**config.mk**
```make
export PLATFORM = sky130hd
export DESIGN_NAME = xfer_ctrl
export DESIGN_NICKNAME = d
export VERILOG_FILES = /design/src/verilog/comm_pkg.sv /design/src/verilog/xfer_ctrl.sv
export SDC_FILE = /design/constraint.sdc
export NUM_CORES = 1
export LEC_CHECK = 0
export BUFFER_PORTS_ARGS = -buffer_cell sky130_fd_sc_hd__buf_2
export CORE_AREA = 4 4 252 254
export DETAILED_ROUTE_END_ITERATION = 12
export DIE_AREA = 0 0 256 258
export PLACE_DENSITY_LB_ADDON = 0.15
export SLEW_MARGIN = 30
export SYNTH_ARGS = -nofsm -noshare
export SYNTH_HDL_FRONTEND = slang
export SYNTH_SLANG_ARGS = --single-unit
```
**constraint.sdc**
```tcl
create_clock -name clk -period 3.6 [get_ports clk]
set_input_delay 0 -clock clk [delete_from_list [all_inputs] [get_ports clk]]
set_output_delay 0 -clock clk [all_outputs]
set_load 0.005 [all_outputs]
```
**src/verilog/comm_pkg.sv**
```systemverilog
`default_nettype none

package comm_pkg;

  localparam int DATA_W = 64;
  localparam int RAM_AW = 12;
  localparam int RAM_DEPTH = 1 << RAM_AW;
  localparam int LEN_W = 16;
  localparam int EXT_AW = 64;

  localparam int RAM_READ_LATENCY = 2;
  // room for the reads in flight plus two beats of slack
  localparam int STORE_QUEUE_DEPTH = RAM_READ_LATENCY + 2;
  localparam int STORE_PTR_W = $clog2(STORE_QUEUE_DEPTH);
  localparam int STORE_CNT_W = $clog2(STORE_QUEUE_DEPTH + 1);

  localparam logic [1:0] DIR_LOAD = 2'd1;
  localparam logic [1:0] DIR_STORE = 2'd2;

  typedef struct packed {
    logic       route_socket;
    logic [1:0] dir;
  } lsu_mode_t;

  typedef struct packed {
    logic [RAM_AW-1:0] ram_start_idx;
    logic [RAM_AW-1:0] ram_stride;
    logic [LEN_W-1:0]  len;
    logic [EXT_AW-1:0] ext_addr;
    lsu_mode_t         mode;
  } xfer_cfg_t;

  typedef struct packed {
    logic [DATA_W-1:0] data;
    logic              valid;
  } beat_t;

  typedef struct packed {
    logic              start;
    logic              store;
    logic [EXT_AW-1:0] ext_addr;
    logic [LEN_W-1:0]  len;
  } dma_cmd_t;

  typedef struct packed {
    logic              ce;
    logic              we;
    logic [RAM_AW-1:0] addr;
    logic [DATA_W-1:0] d;
  } ram_req_t;

endpackage

`default_nettype wire

```
**src/verilog/xfer_ctrl.sv**
```systemverilog
`timescale 1ns/1ns
`default_nettype none

module xfer_ctrl (
  input  logic                        clk,
  input  logic                        reset,
  input  logic                        start,
  input  comm_pkg::xfer_cfg_t         cfg,
  input  logic [comm_pkg::EXT_AW-1:0] ext_mem_offset,
  input  logic                        dma_done,
  input  logic                        dma_write_idle,
  output logic                        done,
  output comm_pkg::dma_cmd_t          dma_cmd,
  output logic                        go,
  output logic                        store,
  input  comm_pkg::beat_t             dma_in,
  output logic                        dma_in_ready,
  output comm_pkg::beat_t             dma_out,
  input  logic                        dma_out_ready,
  input  comm_pkg::beat_t             sock_in,
  output logic                        sock_in_ready,
  output comm_pkg::beat_t             sock_out,
  input  logic                        sock_out_ready,
  output comm_pkg::beat_t             lsu_in,
  input  logic                        lsu_in_ready,
  input  comm_pkg::beat_t             lsu_out,
  output logic                        lsu_out_ready,
  input  logic                        lsu_done
);

  logic load_dma_run, load_sock_run, store_dma_run, store_sock_run;
  logic want_load, want_store, start_ok;
  logic dma_done_q, lsu_fin_q, dma_store_done;
  logic cmd_start, cmd_store;
  logic [comm_pkg::EXT_AW-1:0] cmd_addr;
  logic [comm_pkg::LEN_W-1:0] cmd_len;

  assign want_load = cfg.mode.dir == comm_pkg::DIR_LOAD;
  assign want_store = cfg.mode.dir == comm_pkg::DIR_STORE;
  assign start_ok = start & (want_load | want_store) &
                    ~(load_dma_run | load_sock_run | store_dma_run | store_sock_run);

  // dma store ends only once the engine, the dma and its write side are all through
  assign dma_store_done = store_dma_run & (lsu_fin_q | lsu_done) & dma_done_q & dma_write_idle;
  assign done = (lsu_done & (load_dma_run | load_sock_run | store_sock_run)) | dma_store_done;
  assign store = store_dma_run | store_sock_run;

  always_ff @(posedge clk) begin
    if (reset) begin
      load_dma_run <= 1'b0;
      load_sock_run <= 1'b0;
      store_dma_run <= 1'b0;
      store_sock_run <= 1'b0;
      dma_done_q <= 1'b0;
      lsu_fin_q <= 1'b0;
      go <= 1'b0;
      cmd_start <= 1'b0;
    end else begin
      go <= start_ok;
      cmd_start <= start_ok & ~cfg.mode.route_socket;
      if (start_ok) begin
        load_dma_run <= want_load & ~cfg.mode.route_socket;
        load_sock_run <= want_load & cfg.mode.route_socket;
        store_dma_run <= want_store & ~cfg.mode.route_socket;
        store_sock_run <= want_store & cfg.mode.route_socket;
      end else if (lsu_done) begin
        load_dma_run <= 1'b0;
        load_sock_run <= 1'b0;
        store_sock_run <= 1'b0;
      end
      if (lsu_done & store_dma_run)
        lsu_fin_q <= 1'b1;
      if (dma_done & store_dma_run)
        dma_done_q <= 1'b1;
      if (dma_store_done) begin
        store_dma_run <= 1'b0;
        lsu_fin_q <= 1'b0;
        dma_done_q <= 1'b0;
      end
    end
  end

  always_ff @(posedge clk) begin
    if (start_ok) begin
      cmd_store <= want_store;
      cmd_addr <= cfg.ext_addr + ext_mem_offset;
      cmd_len <= cfg.len;
    end
  end

  always_comb begin
    dma_cmd = '{start: cmd_start, store: cmd_store, ext_addr: cmd_addr, len: cmd_len};
    lsu_in.data = load_dma_run ? dma_in.data : sock_in.data;
    lsu_in.valid = (load_dma_run & dma_in.valid) | (load_sock_run & sock_in.valid);
    dma_in_ready = load_dma_run & lsu_in_ready;
    sock_in_ready = load_sock_run & lsu_in_ready;
    dma_out.data = lsu_out.data;
    dma_out.valid = store_dma_run & lsu_out.valid;
    sock_out.data = lsu_out.data;
    sock_out.valid = store_sock_run & lsu_out.valid;
    lsu_out_ready = (store_dma_run & dma_out_ready) | (store_sock_run & sock_out_ready);
  end

endmodule

`default_nettype wire

```
* Word level (Yosys, flattened, before mapping)
Cells that the tools add are included.
** Cells by class
- Add/subtract/negate cells :: 1
- Multipliers :: 0
- Divide/modulo/power cells :: 0
- $lt $le $gt $ge :: 0
- Equal/unequal tests :: 2
- Shifts and indexed selects :: 0
- Muxes and demuxes :: 5
- Bitwise gates (word level) :: 33
- Reductions and logical operators :: 2
** Operators with widths (number)
- adder 64 bit :: 1
- two-way mux 64 bit :: 1
- AND 1 bit :: 21
- OR 1 bit :: 10
- two-way mux 1 bit :: 4
- == test 2 x 1 -> 1 bit (second input constant) :: 1
- == test 2 bit (second input constant) :: 1
- NOT 1 bit :: 2
- nonzero test 2 bit :: 1
- OR reduction 2 bit :: 1
** Storage, ports and cells
- Bits in registers :: 89
- Bits in latches :: 0
- RAM bits :: 0
- Bits in read-only memories :: 0
- Input bits :: 375
- Output and inout port bits :: 283
- Word-level logic and storage cells :: 54
- Memories kept :: 0

* Logic depth before layout (Yosys ltp)
- Depth in word-level cells :: 6
- Gate-level depth with buffers :: 11

* Worst setup path after synthesis
OpenSTA, ideal clock, no wires.
- Path kind :: flip-flop to flip-flop
- Start point :: register load_dma_run
- End point :: register load_sock_run
- Setup time :: 0.072 ns
- Arrival time :: 3.261 ns
- Required time :: 3.528 ns
- Setup slack :: 0.267 ns
- Stages on the path, launching flop included :: 7
- Path buffers :: 1
- Cells stage by stage :: dfxtp_1 > clkbuf_1 > or3_1 > or4b_1 > inv_1 > a32oi_1 > nor2_1
** Between the ends
- Longest elaborated chain between the ends :: 6
** Ends and longest elaborated chain
- start: declaration :: line xfer_ctrl.sv:31 : logic load_dma_run, load_sock_run, store_dma_run, store_sock_run;
- start signal: assignment :: line xfer_ctrl.sv:62 : load_dma_run <= want_load & ~cfg.mode.route_socket;
- OR 1 bit (*) (3 in a row) :: line xfer_ctrl.sv:41 : ~(load_dma_run | load_sock_run | store_dma_run | store_sock_run);
- NOT 1 bit (*) :: line xfer_ctrl.sv:41
- AND 1 bit (*) :: line xfer_ctrl.sv:40 : assign start_ok = start & (want_load | want_store) &
- via start_ok :: line xfer_ctrl.sv:32 : logic want_load, want_store, start_ok;
- two-way mux 1 bit / nonzero test 2 bit (equally long branches)
- end signal: assignment :: line xfer_ctrl.sv:63 : load_sock_run <= want_load & cfg.mode.route_socket;
- end: declaration :: line xfer_ctrl.sv:31
Mark *: on every way through the listed nets, which the timed path passes. The rest lies on a longest branch.
A chain may end at the register's enable or synchronous reset.

* Worst setup path in the final report
- Start point :: input ext_mem_offset[0] (netlist name)
- End point :: register cmd_addr[56] (netlist name) (data pin)
** Between the ends
- Longest elaborated chain between the ends :: 1
** Ends and longest elaborated chain
- start: declaration :: line xfer_ctrl.sv:9 : input logic [comm_pkg::EXT_AW-1:0] ext_mem_offset,
- adder 64 bit :: line xfer_ctrl.sv:86 : cmd_addr <= cfg.ext_addr + ext_mem_offset;
- end signal: assignment :: line xfer_ctrl.sv:86
- end: declaration :: line xfer_ctrl.sv:35 : logic [comm_pkg::EXT_AW-1:0] cmd_addr;
No other way between the ends.

==> impl_metrics.yaml <==
floorplanning:
  die_area_um2: 66050
  chipHeight_um: 258
  rows: 91
  ios: 658
  coreArea_um2: 61260
  start_util: 0.1345
  fp.dieW_um: 256
synth:
  synth-main-ff-cell: "edfxtp_1"
  avgSynthCellArea_um2: 9.424
  ys_warn_count: 0
  synthTopCellsByArea: "edfxtp_1 (30%), buf_4 (12%), ha_1 (9.9%)"
  netlist_instances: 874
  synth_edf_count: 81
  ys_ff_latch: 89
  async_reset_ff_frac: 0
  ys_seq_area_frac: 0.3148
  syn_nets: 1315
  synth.largest_area_cell: "edfxtp_1"
  synth.distinct_cells: 63
  yosysTopAreaCellShare: 0.2953
  synth_area_um2: 8237
sta:
  finalMaxSlewViolations: 0
  setup_viol: 0
  finalCritPeriodShare: 0.9468
  skew_ns: 0.01745
  whs_ns: 0.000002514
  slew-limit-headroom: 0.4170
  min_period_ns: 3.408
  hold_viol_final: 0
  tightest_slew_ns: 0.8745
  timing.fmax_ghz: 0.2934
  setup-tns-final_ns: 0
  rsz0062_at_grt: "false"
pwr:
  p_leak_nw: 4.792
  p_total_mw: 3.590
  p_per_area_nw_per_um2: 327.2
  peakVddDrop_mv: 0.2195
final_layout:
  final.fill_count: 6952
  fin_util: 0.1791
  seq_area_um2: 2594
  layout-drive-gt1-share: 0.4532
  areaGrowthSynthToFinish_pct: 33.22
  final_common_cell: "buf_2"
  multiInputGateArea_um2: 4461
  final_cell_mix: "buf_2 (441), a21oi_1 (83), edfxtp_1 (81)"
  largest-register: "cmd_addr"
  reg.largest.list: "cmd_addr (64), cmd_len (16)"
  nNetsFinal: 1643
  largest_register_ffs: 64
  num_antenna_cells: 0
drt:
  viasPerCell: 3.889
  wl_um: 39250
  drc: 0
  post_drt_wl_per_cell_um: 19.65
  first_pass_iters: 4
  ant_nets: 0
  num_vias: 7766
  drt-initial-drc-count: 301
placed_design:
  place_congestion: 0.8418
  place_hpwl_um: 33780
  place.port_buffers: 441
critical_path:
  crit_required_ns: 3.73
  path_class: "input port to flip-flop"
  cp.arrival_ns: 3.54
  start_kind: "input port"
  cp-end-kind: "flip-flop"
  reg2reg_slack_ns: 1.22
  reg2reg_to: "cmd_addr[27]"
  r2r_cells: 4
  cp_max_fo: 4
  reg2reg_from: "store_sock_run"
global_routing:
  use_met3: 0.03334
  grt_pass1_vias: 8127
  grt_pass1_wl_um: 55640
  grt-busiest-layer: "met2"
  grt_overflow: 0
  grt_antenna_before_repair: 4
  use_met2: 0.2085
  grtUsageMet1: 0.1187
  grt_use_total: 0.1131
  grt_max_degree: 68
hold_path:
  hold_path.class: "input port to output pin"
  holdPathEnd: "dma_out[41]"
  hold_depth: 0
  min_from: "lsu_out[41]"
clock_tree:
  post_cts_buffers: 0
  cts_tree: "built"
  cts_made_buffers: 9
  root_buffer: "clkbuf_16"
  ctsHoldBuffers: 25
  cts_sinks: 89
  cts_max_level: 3
  cts_resized: 0
  clk_pin_slew_ns: 0.07
  clock_latency_ns: 0.39
  cts_buffer_depth: 2
run:
  maxCapViolCount: 0
run_status:
  status: "finished clean"
-- cells in the mapped netlist (all sizes together) (8+ instances only) --
| cell | number |
|---|---|
| a21o | 23 |
| o21bai | 17 |
| edfxtp | 81 |
| clkbuf | 17 |
| nand2 | 59 |
| ha | 65 |
| nor3 | 10 |
| dfxtp | 8 |
| xnor2 | 41 |
| nor2b | 8 |
| mux2 | 64 |
| inv | 21 |
| nor2 | 47 |
| nand3 | 11 |
| xor2 | 21 |
| o21ai | 41 |
| buf | 144 |
| nand4 | 18 |
| and2 | 8 |
| a21oi | 84 |
-- layer usage --
metal,part of all wire,up-vias
li1,-,3706
met2,0.52,317
met1,0.37,3647
met5,0,-
met3,0.073,96
met4,0.037,0
-- worst max-delay path by stage --
| stage | cells after the start | startpoint | to |
|---|---|---|---|
| 6_report | 13 | ext_mem_offset[0] | cmd_addr[56] |
| 5_1_grt | 13 | ext_mem_offset[0] | cmd_addr[56] |
| 4_1_cts | 13 | ext_mem_offset[0] | cmd_addr[56] |
| 3_5_place_dp | 12 | cfg[3] | cmd_addr[56] |
| 3_3_place_gp | 12 | cfg[3] | cmd_addr[56] |
| 2_1_floorplan | 6 | load_dma_run | load_sock_run |
-- stage by stage --
step / instance area (um^2) / setup WS [ns] / instances
6_report: 10970 / 0.1915 / 1997
4_1_cts: 10970 / 0.1717 / 1997
2_1_floorplan: 8237 / 0.2672 / 874
3_3_place_gp: 10430 / 0.2753 / 1956
5_1_grt: 10970 / 0.04754 / 1997
3_5_place_dp: 10430 / 0.2808 / 1956
-- cells by family after synthesis --
kind of cell,count (synthesis),synth area share
adder cells (fa/ha/maj),66,0.1012
flip-flops,89,0.3147
AO/OA/AOI/OAI,221,0.1758
XOR/XNOR,62,0.06593
AND/OR/NAND/NOR,190,0.1112
multiplexers,64,0.08750
buffers and inverters,182,0.1437
-- final cells by class --
cell class,instances,share of cell area
sequential,89,0.2364
timing repair buffer,478,0.2333
clock inverter,5,0.005131
clock buffer,11,0.02121
inverter,21,0.007412
multi-input combinational,603,0.4065
tap,790,0.09008
-- power by group --
| group | switching, mW | internal, mW |
|---|---|---|
| clock network | 0.485 | 0.538 |
| logic | 0.704 | 0.563 |
| registers | 0.0315 | 1.27 |
-- critical path, cell delays in order --
cell and delay, ns:
dlygate4sd3_1 0.53, buf_2 0.12, ha_1 0.29, fa_1 0.45, a21o_1 0.23, a221oi_2 0.30, o21a_1 0.20, or4_1 0.20
a21oi_1 0.11, a211o_1 0.42, a211oi_1 0.41, o21ai_1 0.12, xor2_1 0.15
No activity file was read; power rests on OpenSTA's default activity.
