**config.mk**
```make
export PLATFORM = sky130hd
export DESIGN_NAME = lsu_engine
export DESIGN_NICKNAME = d
export VERILOG_FILES = /design/src/verilog/comm_pkg.sv /design/src/verilog/lsu_engine.sv
export SDC_FILE = /design/constraint.sdc
export NUM_CORES = 1
export LEC_CHECK = 0
export ABC_AREA = 1
export BUFFER_PORTS_ARGS = -buffer_cell sky130_fd_sc_hd__buf_2
export CELL_PAD_IN_SITES_DETAIL_PLACEMENT = 0
export CELL_PAD_IN_SITES_GLOBAL_PLACEMENT = 2
export CORE_MARGIN = 2
export CORE_UTILIZATION = 30
export CTS_CLUSTER_DIAMETER = 50
export CTS_CLUSTER_SIZE = 20
export DETAILED_ROUTE_END_ITERATION = 8
export HOLD_SLACK_MARGIN = 0.02
export PLACE_DENSITY = 0.73
export SLEW_MARGIN = 20
export SYNTH_ARGS = -nofsm -noshare
export SYNTH_HDL_FRONTEND = slang
export SYNTH_SLANG_ARGS = --single-unit
export TNS_END_PERCENT = 1
```
**constraint.sdc**
```tcl
create_clock -name clk -period 2.3 [get_ports clk]
set_input_delay 0 -clock clk [delete_from_list [all_inputs] [get_ports clk]]
set_output_delay 0 -clock clk [all_outputs]
set_load 0.02 [all_outputs]
```
**src/verilog/comm_pkg.sv**
```systemverilog
`default_nettype none

package comm_pkg;

  localparam int DATA_W = 64;
  localparam int RAM_AW = 12;
  localparam int RAM_DEPTH = 1 << RAM_AW;
  localparam int LEN_W = 16;
  localparam int EXT_AW = 64;

  localparam int RAM_READ_LATENCY = 2;
  // room for the reads in flight plus two beats of slack
  localparam int STORE_QUEUE_DEPTH = RAM_READ_LATENCY + 2;
  localparam int STORE_PTR_W = $clog2(STORE_QUEUE_DEPTH);
  localparam int STORE_CNT_W = $clog2(STORE_QUEUE_DEPTH + 1);

  localparam logic [1:0] DIR_LOAD = 2'd1;
  localparam logic [1:0] DIR_STORE = 2'd2;

  typedef struct packed {
    logic       route_socket;
    logic [1:0] dir;
  } lsu_mode_t;

  typedef struct packed {
    logic [RAM_AW-1:0] ram_start_idx;
    logic [RAM_AW-1:0] ram_stride;
    logic [LEN_W-1:0]  len;
    logic [EXT_AW-1:0] ext_addr;
    lsu_mode_t         mode;
  } xfer_cfg_t;

  typedef struct packed {
    logic [DATA_W-1:0] data;
    logic              valid;
  } beat_t;

  typedef struct packed {
    logic              start;
    logic              store;
    logic [EXT_AW-1:0] ext_addr;
    logic [LEN_W-1:0]  len;
  } dma_cmd_t;

  typedef struct packed {
    logic              ce;
    logic              we;
    logic [RAM_AW-1:0] addr;
    logic [DATA_W-1:0] d;
  } ram_req_t;

endpackage

`default_nettype wire

```
**src/verilog/lsu_engine.sv**
```systemverilog
`timescale 1ns/1ns
`default_nettype none

module lsu_engine (
  input  logic                        clk,
  input  logic                        reset,
  input  logic                        go,
  input  logic                        store,
  input  comm_pkg::xfer_cfg_t         cfg,
  input  comm_pkg::beat_t             lsu_in,
  output logic                        lsu_in_ready,
  output comm_pkg::beat_t             lsu_out,
  input  logic                        lsu_out_ready,
  output logic                        lsu_done,
  output comm_pkg::ram_req_t          ram_req,
  input  logic [comm_pkg::DATA_W-1:0] ram_q
);

  logic active, is_store;
  logic [comm_pkg::RAM_AW-1:0] addr, stride;
  logic [comm_pkg::LEN_W-1:0] rd_left, beat_left;
  logic [comm_pkg::RAM_READ_LATENCY-1:0] rd_tag;
  logic [comm_pkg::DATA_W-1:0] queue [comm_pkg::STORE_QUEUE_DEPTH];
  logic [comm_pkg::STORE_PTR_W-1:0] wr_ptr, rd_ptr;
  logic [comm_pkg::STORE_CNT_W-1:0] q_count, credit;
  logic load_fire, rd_issue, push, pop, last_beat;

  assign lsu_in_ready = active & ~is_store;
  assign load_fire = lsu_in_ready & lsu_in.valid;

  // credit covers reads in flight and beats already queued
  assign rd_issue = active & is_store & (rd_left != '0) &
                    (credit != comm_pkg::STORE_CNT_W'(comm_pkg::STORE_QUEUE_DEPTH));
  assign push = rd_tag[comm_pkg::RAM_READ_LATENCY-1];
  assign pop = (q_count != '0) & lsu_out_ready;
  assign last_beat = (beat_left == 1) & (load_fire | pop);

  always_comb begin
    ram_req.ce = load_fire | rd_issue;
    ram_req.we = load_fire;
    ram_req.addr = addr;
    ram_req.d = lsu_in.data;
    lsu_out.data = queue[rd_ptr];
    lsu_out.valid = q_count != '0;
  end

  always_ff @(posedge clk) begin
    if (reset) begin
      active <= 1'b0;
      is_store <= 1'b0;
      lsu_done <= 1'b0;
      rd_left <= '0;
      beat_left <= '0;
      rd_tag <= '0;
      credit <= '0;
      q_count <= '0;
      wr_ptr <= '0;
      rd_ptr <= '0;
    end else begin
      lsu_done <= 1'b0;
      rd_tag <= {rd_tag[comm_pkg::RAM_READ_LATENCY-2:0], rd_issue};
      if (go) begin
        // zero-length transfer finishes right away
        active <= cfg.len != '0;
        lsu_done <= cfg.len == '0;
        is_store <= store;
        rd_left <= cfg.len;
        beat_left <= cfg.len;
      end else begin
        if (last_beat) begin
          active <= 1'b0;
          lsu_done <= 1'b1;
        end
        if (rd_issue)
          rd_left <= rd_left - 1'b1;
        if (load_fire | pop)
          beat_left <= beat_left - 1'b1;
      end
      case ({rd_issue, pop})
        2'b10: credit <= credit + 1'b1;
        2'b01: credit <= credit - 1'b1;
        default: credit <= credit;
      endcase
      case ({push, pop})
        2'b10: q_count <= q_count + 1'b1;
        2'b01: q_count <= q_count - 1'b1;
        default: q_count <= q_count;
      endcase
      if (push)
        wr_ptr <= wr_ptr + 1'b1;
      if (pop)
        rd_ptr <= rd_ptr + 1'b1;
    end
  end

  // address walk shared by load writes and store reads
  always_ff @(posedge clk) begin
    if (go) begin
      addr <= cfg.ram_start_idx;
      stride <= cfg.ram_stride;
    end else if (load_fire | rd_issue) begin
      addr <= addr + stride;
    end
    if (push)
      queue[wr_ptr] <= ram_q;
  end

endmodule

`default_nettype wire

```
== Yosys cells after proc, flatten, opt, wreduce, memory -nomap -nowiden ==
Memory sizes are Yosys's and may differ from the RTL's. A register that Yosys moved wholly into a read port is not among the register bits.
Index checks and enable logic that the tools add are counted.
Widths: inputs -> output; s select.
Storage, ports and cells
  register bits: 71
  memories: 1
  bits of input ports: 241
  logic and storage cells: 64
  output and inout port bits: 145
  RAM bits: 256
Cells by class
  muxes and demuxes: 16
  eq/ne operators: 6
  add/sub/neg operators: 9
  bitwise logic cells: 10
  reduce and logical (&&, ||, !) cells: 10
Memory list
  queue: words 4, width 64, rd ports 1, clocked after Yosys merged registers in 1, wr ports 1, line lsu_engine.sv:23  | logic [comm_pkg::DATA_W-1:0] queue [comm_pkg::STORE_QUEUE_DEPTH];
Operators by type and width (count)
  $mux 16: 4
  $reduce_bool 16->1: 2
  $sub 16x1->16 const B: 2
  $mux 12: 2
  $eq 16x1->1 const B: 1
  $logic_not 16->1: 1
  $add 12x12->12: 1
  $pmux 3 s2: 2
  $reduce_bool 2->1: 6
  $and 1x1->1: 7
  $add 3x1->3 const B: 2
  $mux 1: 6
  $sub 3x1->3 const B: 2
  $add 2x1->2 const B: 2
  $eq 2x1->1 const B: 2
  $eq 2x2->1 const B: 2
  $mux 2: 2
  $ne 3x3->1 const B: 1
  $reduce_bool 3->1: 1
  $or 1x1->1: 2
  $not 1->1: 1

== Depth between registers and ports, before layout ==
Gate-level depths: netlist of run 1.
  depth in word-level cells: 7
  gate-level depth with buffers: 13
  mapped depth without buffers: 12

== Worst setup path before layout of run 1 ==
No wires, ideal clock.
  path type: register -> register
  start: reg wr_ptr[0] (netlist name)
  end: mem queue[2][0] (netlist name), enable pin
  library setup time: 0.418 ns
  arrival time: 1.844 ns
  setup slack: 0.038 ns
  buffers on the path: 0
  period minus slack after synthesis: 2.262 ns
  stages on the path, launching flop included: 5
  cells stage by stage: dfxtp_1 > inv_1 > ha_1 > nand2_1 > inv_1
RTL lines
  from (decl): line lsu_engine.sv:24  | logic [comm_pkg::STORE_PTR_W-1:0] wr_ptr, rd_ptr;
  from (signal assigned): line lsu_engine.sv:90  | wr_ptr <= wr_ptr + 1'b1;
  to (decl): line lsu_engine.sv:23
Straight into the memory's write port.

== Final worst setup path of run 1 ==
  start: reg rd_left[0] (netlist name)
  end: reg credit[2] (netlist name)
Between the ends
  cells in the longest elaborated chain, start to end: 5
RTL lines
  from (decl): line lsu_engine.sv:21  | logic [comm_pkg::LEN_W-1:0] rd_left, beat_left;
  from (signal assigned): line lsu_engine.sv:67  | rd_left <= cfg.len;
  from (signal assigned): line lsu_engine.sv:75  | rd_left <= rd_left - 1'b1;
  $reduce_bool 16->1 (*): line lsu_engine.sv:32  | assign rd_issue = active & is_store & (rd_left != '0) &
  $and 1x1->1 (*) (2 in series): line lsu_engine.sv:32
  $eq 2x1->1 or $eq 2x2->1 (tied branches): line lsu_engine.sv:79  | case ({rd_issue, pop})
  $pmux 3 s2 or $reduce_bool 2->1 (tied branches)
  to (signal assigned): line lsu_engine.sv:80  | 2'b10: credit <= credit + 1'b1;
  to (signal assigned): line lsu_engine.sv:81  | 2'b01: credit <= credit - 1'b1;
  to (signal assigned): line lsu_engine.sv:82  | default: credit <= credit;
  to (decl): line lsu_engine.sv:25  | logic [comm_pkg::STORE_CNT_W-1:0] q_count, credit;
Mark *: on every way between the ends. The rest lies on a longest branch, timed or not.
A chain may end at the register's enable or synchronous reset.

==> results of run 1 <==
==> per-stage QoR <==
step	power [µW]	cells	hold slack, ns
detailed placement	9530	2025	0.000137
CTS	16500	2277	0.0574
global route	17100	2277	0.110
finish	16300	2278	0.0844
global placement	9510	2025	0.000137
floorplan	8780	1317	0.0989
==> power groups by stage <==
stage,combinational [µW],clock [µW],sequential (µW)
2_1_floorplan,1890,0,6890
3_3_place_gp,2640,0,6870
3_5_place_dp,2660,0,6870
4_1_cts,3010,6780,6740
5_1_grt,3300,7050,6760
6_report,2980,6570,6740
==> cell families after synthesis <==
kind of cell | share of synthesized area, %
xor+xnor | 0.794
buf+inv | 7.16
simple gates | 14.0
fa+ha+maj | 2.16
compound gates | 10.4
flops | 65.5
==> worst paths after layout <==
kind         startpoint   endpoint  slack, ns  cells after the start
max reg2reg  rd_left[0]  credit[2]       0.19                     12
min           lsu_in[0]    addr[0]       0.08                      4
min reg2reg   rd_tag[0]  rd_tag[1]       0.42                      2
max          rd_left[0]  credit[2]       0.19                     12
==> critical path, cell delays in order, from the launching register on <==
cell     delay, ns
dfxtp_1       0.34
inv_1         0.06
ha_1          0.22
nand2_1       0.11
nor2_2        0.06
nand2_2       0.09
nand3_4       0.07
ha_1          0.23
fa_1          0.40
a21oi_1       0.14
o21a_1        0.14
o21ai_0       0.07
a21oi_1       0.12
==> what timing repair did <==
action	in CTS	in global routing
pin swaps	0	0
hold buffers	181	0
endpoints found under the setup margin	39	14
cloned	0	0
resized for setup	1	4
buffers inserted	0	0
endpoints found under the hold margin	392	0
==> per-layer routing <==
metal	GRT usage [%]	share of wire (%)	wire length, µm
met3	2.94	5.0	1850
met2	24.2	48	17700
met1	19.5	45	16800
met4	4.26	1.9	719
met5	0	0.10	37
==> sequential cells by signal (all words and copies together) (netlist names), 2 cells and up, named ones only <==
| name | flops |
|---|---|
| addr | 12 |
| beat_left | 16 |
| credit | 3 |
| q_count | 3 |
| queue | 256 |
| rd_left | 16 |
| rd_ptr | 2 |
| rd_tag | 2 |
| stride | 12 |
| wr_ptr | 2 |
==> cell type report <==
class | instances | area (µm²)
inverters | 73 | 277
well taps | 615 | 769
clock buffers | 42 | 1030
repair buffers | 396 | 3070
fillers | 4612 | 28600
flip-flops and latches | 329 | 9390
clock inverters | 29 | 373
multi-input cells | 793 | 3930
diodes | 1 | 2.50
==> Yosys cell counts, drive strengths merged <==
cell type | n | area (µm²)
o22ai | 64 | 400
a31oi | 7 | 43.8
clkinv | 1 | 3.75
xor2 | 6 | 52.6
nand3 | 49 | 268
nand4 | 5 | 31.3
inv | 72 | 270
nor2 | 217 | 857
dfxtp | 49 | 981
and3 | 1 | 6.26
o21a | 1 | 7.51
nor4 | 4 | 25.0
a21oi | 34 | 170
and2 | 1 | 6.26
or2 | 4 | 25.0
clkbuf | 36 | 135
o21bai | 4 | 30.0
o211a | 1 | 10.0
o21ai | 165 | 826
ha | 20 | 250
fa | 3 | 60.1
buf | 86 | 618
nand2 | 196 | 771
xnor2 | 7 | 61.3
nor3 | 2 | 10.0
edfxtp | 280 | 8410
nand3b | 2 | 15.0
==> placed cells by master (no fill, tap or decap), types with 3 or more instances in the layout <==
cell type / n
clkbuf_16: 41
buf_2: 190
inv_8: 10
clkinv_8: 3
xnor2_1: 7
o22ai_1: 64
nor4_1: 4
inv_6: 5
nand4_1: 5
dlygate4sd3_1: 181
xor2_1: 6
buf_12: 9
nor2_1: 205
edfxtp_1: 280
nor2_2: 8
nand2_1: 188
a21oi_1: 34
ha_1: 20
a31oi_1: 7
clkinv_4: 3
nor2_4: 4
nand2_4: 3
fa_1: 3
dfxtp_1: 47
o21ai_0: 163
buf_4: 14
or2_2: 4
bufinv_16: 4
nand3_1: 46
clkinv_2: 4
o21bai_1: 4
inv_2: 8
nand2_2: 5
inv_1: 63
==> out/results.ini, run 1 <==
[logic_synthesis]
synth_cell_types = 38
synth_seq_area_share_pct = 65.5
syn_area_um2 = 14300
synth-seq-cells = 329
yosysWarnings = 0
syn_area_per_cell_um2 = 10.9
synthCells = 1317
syn-num-nets = 1581

[pwr]
powerDensity_nw_per_um2 = 864
p_sw_uw = 4740
peakVddDrop_mv = 0.507
switching_share_pct = 29.1
comb_power_share_pct = 18.3
p_clk_share_pct = 40.3
p_leak_uw = 0.00731
p_int_uw = 11500
seq_power_share_pct = 41.4

[worst_setup_path]
start_kind = flop
cp_max_fo = 3
critPathKind = reg -> reg
crit_arrival_ns = 2.58
cp.required_ns = 2.77
worstSetupEndpointType = flop

[drt]
postRouteAntennaNets = 0
vias = 10400
drtIter0Drc = 591
wirelength_um = 37100
firstDrtPassIters = 5
vias_per_cell = 4.56
drcViolationCount = 0
wl_per_cell_um = 16.3

[clock_tree]
cts_tree = built
insertion_delay_ns = 0.55
cts_buffers = 39
cts_max_level = 2
clock_path_buffers = 3
cts-root-buf = clkbuf_16
clk_pin_slew_ns = 0.06
clock_sinks = 329

[sta]
max_slew_margin_pct = 57.2
setup_viol = 0
clock_skew_ns = 0.0137
maxSlewViolCount = 0
rsz0062_at_grt = no
hold_viol_final = 0
finalSetupTns_ns = 0
period_share_pct = 91.5
worst_slack_ns = 0.195
layout_min_cycle_time_ns = 2.11
worst_pin_slew_ns = 0.641
timing.fmax_mhz = 475

[grt]
grt_pass1_wl_um = 56700
grt_max_degree = 129
grt_usage_pct = 14.6
overflow = 0
antenna_found_initial = 3
grt_pass1_vias = 10100

[final_layout]
finalCoreUtilization_pct = 39.7
drive_gt1_share_pct = 19.4
design_area_um2 = 18800
nets = 1896
area_growth_pct = 31.4

[placement]
place.gp.congestion = 0.774
hpwl_um = 22400
place_ws_ns = 0.220
placed_cell_area_um2 = 15600
portBuffers = 190

[floorplanning]
die_y_um = 223
die-width_um = 223
start_util_pct = 30.2
dieArea_um2 = 49600
io_pins = 386
core_area_um2 = 47400
rows = 80

[hold_path]
worst_hold_path_type = in -> reg

[outcome]
status = complete, no violations

[flow_run]
drv_cap = 0

(Power assumes the default switching activity.)
==> inputs of run 2 (changes only) <==
CORE_UTILIZATION = 31   (was 30)
CTS_BUF_LIST = sky130_fd_sc_hd__clkbuf_4   (was default)
PLACE_DENSITY = 0.75   (was 0.73)
==> out/results.ini, run 2 (synthesis results as in run 1) <==
[outcome]
status = complete, no violations

[pwr]
powerDensity_nw_per_um2 = 709  ; -18%
p_int_uw = 9180  ; -21%
p_sw_uw = 4530  ; -4.4%
finalPower_uw = 13700  ; -16%
p_clk_share_pct = 27.7  ; -13 points
comb_power_share_pct = 23.2  ; +4.9 points
p_leak_uw = 0.00748  ; +2.3%
switching_share_pct = 33.1  ; +4.0 points
peakVddDrop_mv = 0.314  ; -38%
seq_power_share_pct = 49.1  ; +7.7 points

[floorplanning]
die_y_um = 219  ; -1.6%
start_util_pct = 31.5  ; +1.3 points
die-width_um = 219  ; -1.6%
core_area_um2 = 45500  ; -4.1%
dieArea_um2 = 48000  ; -3.2%
io_pins = 386  ; unchanged
rows = 78  ; -2.5%

[placement]
dp.cells = 2008  ; -0.84%
place.gp.congestion = 0.795  ; +2.7%
portBuffers = 190  ; unchanged
hpwl_um = 22200  ; -0.91%

[final_layout]
area_growth_pct = 34.8
mostFrequentLayoutCells = 306 x dlygate4sd3_1, 280 x edfxtp_1, 205 x nor2_1
drive_gt1_share_pct = 18.2  ; -1.2 points
regMostFlops = queue
top_regs = queue x256, beat_left x16, rd_left x16
final_cells = 2389  ; +4.9%
largest_reg_flops = 256  ; unchanged
final_common_cell = dlygate4sd3_1
nets = 2020  ; +6.5%
finalCoreUtilization_pct = 42.5  ; +2.8 points

[sta]
max_slew_margin_pct = 61.2  ; +4.0 points
hold_ws_ns = 0.132  ; +0.0480 ns
period_share_pct = 93.0  ; +1.5 points
rsz0062_at_grt = yes
layout_min_cycle_time_ns = 2.14  ; +0.0347 ns
hold_viol_final = 0  ; unchanged
setup_viol = 0  ; unchanged
finalSetupTns_ns = 0  ; unchanged
maxSlewViolCount = 0  ; unchanged
clock_skew_ns = 0.0805  ; +0.0668 ns
worst_pin_slew_ns = 0.582  ; -0.0595 ns
timing.fmax_mhz = 467  ; -1.6%

[drt]
drtIter0Drc = 474  ; -20%
postRouteAntennaNets = 0  ; unchanged
wirelength_um = 38800  ; +4.5%
drcViolationCount = 0  ; unchanged
firstDrtPassIters = 5  ; unchanged
vias = 11000  ; +6.3%
wl_per_cell_um = 16.2  ; -0.32%
vias_per_cell = 4.62  ; +1.3%

[clock_tree]
cts-root-buf = clkbuf_4
cts_setup_buffers = 0  ; unchanged
clock_path_buffers = 3  ; unchanged
cts_tree = built
insertion_delay_ns = 0.79  ; +0.24 ns
cts_max_level = 2  ; unchanged
clock_sinks = 329  ; unchanged
cts_buffers = 40  ; +2.6%
clk_pin_slew_ns = 0.11  ; +0.05 ns

[worst_setup_path]
worstSetupEndpointType = flop
critPathKind = reg -> reg
cp.required_ns = 2.82  ; +0.05 ns
crit_arrival_ns = 2.66  ; +0.08 ns
start_kind = flop
cp_max_fo = 4  ; +1
rr_worst_depth = 8  ; -4

[grt]
antenna_found_initial = 5  ; +2
grt_usage_pct = 15.7  ; +1.1 points
grt_pass1_wl_um = 58800  ; +3.6%
grt_max_degree = 91  ; -29%
overflow = 0  ; unchanged
grt_pass1_vias = 10800  ; +7.4%

[hold_path]
hold-path-cell-count = 2  ; -2
worst_hold_path_type = in -> reg

[flow_run]
drv_cap = 0  ; unchanged

==> run 2: cell count changes in the layout (fill, tap and decap cells not counted), sizes merged <==
| cell | change |
|---|---|
| clkinv | +1 |
| dlygate4sd3 | +125 |
| buf | -2 |
| bufinv | -2 |
| clkbuf | -1 |
| diode | +1 |
| inv | +3 |
| clkinvlp | +1 |
==> run 2: worst max-delay path, stage by stage (launching register included) <==
cell	delay (ns)
edfxtp_1	0.37
ha_1	0.18
inv_1	0.06
fa_1	0.35
inv_1	0.12
a21oi_1	0.07
o21ai_0	0.11
nand2_1	0.08
dlygate4sd3_1	0.56
==> run 2: repair_timing <==
action / in CTS / in global routing
gates resized for setup: 1 / 3
setup endpoints to repair: 1 / 3
hold buffers: 306 / 0
endpoints found under the hold margin: 417 / 0
==> run 2: power by group through the flow <==
| stage | Clock [µW] | Sequential [µW] | Combinational, µW |
|---|---|---|---|
| after CTS | 4010 | 6740 | 3200 |
| final | 3800 | 6730 | 3170 |
| after global placement | 0 | 6870 | 2640 |
| after floorplan | 0 | 6890 | 1890 |
| after global routing | 4220 | 6760 | 3510 |
| after detailed placement | 0 | 6870 | 2660 |
==> run 2: final cells by class <==
| class | count | area [µm²] |
|---|---|---|
| clock buffer | 41 | 308 |
| fill | 4425 | 26100 |
| sequential | 329 | 9390 |
| timing repair buffer | 519 | 4320 |
| clock inverter | 32 | 349 |
| multi-input combinational | 793 | 3930 |
| inverter | 73 | 278 |
| tap | 600 | 751 |
| antenna | 2 | 5.00 |
==> run 2: through the flow <==
| stage | cell area (µm²) | setup WS, ns |
|---|---|---|
| after floorplan | 14300 | 0.0376 |
| after global placement | 15600 | 0.203 |
| after detailed placement | 15600 | 0.195 |
| after CTS | 19300 | 0.0398 |
| after global routing | 19300 | -0.00697 |
| final | 19300 | 0.160 |
==> run 2: final timing paths <==
| kind | start | endpoint | slack, ns |
|---|---|---|---|
| setup reg to reg | addr[0] | addr[2] | 0.16 |
| hold reg to reg | rd_tag[0] | rd_tag[1] | 0.40 |
| setup / recovery | addr[0] | addr[2] | 0.16 |
| hold / removal | ram_q[18] | queue[3][18] | 0.13 |
==> run 2: per-layer routing <==
layer / track usage, % / routed length, µm / vias up
met5: 0 / 40 / -
met4: 4.62 / 809 / 6
met3: 3.56 / 2130 / 58
met2: 26.9 / 18600 / 263
met1: 19.9 / 17100 / 5265
li1: - / - / 5438
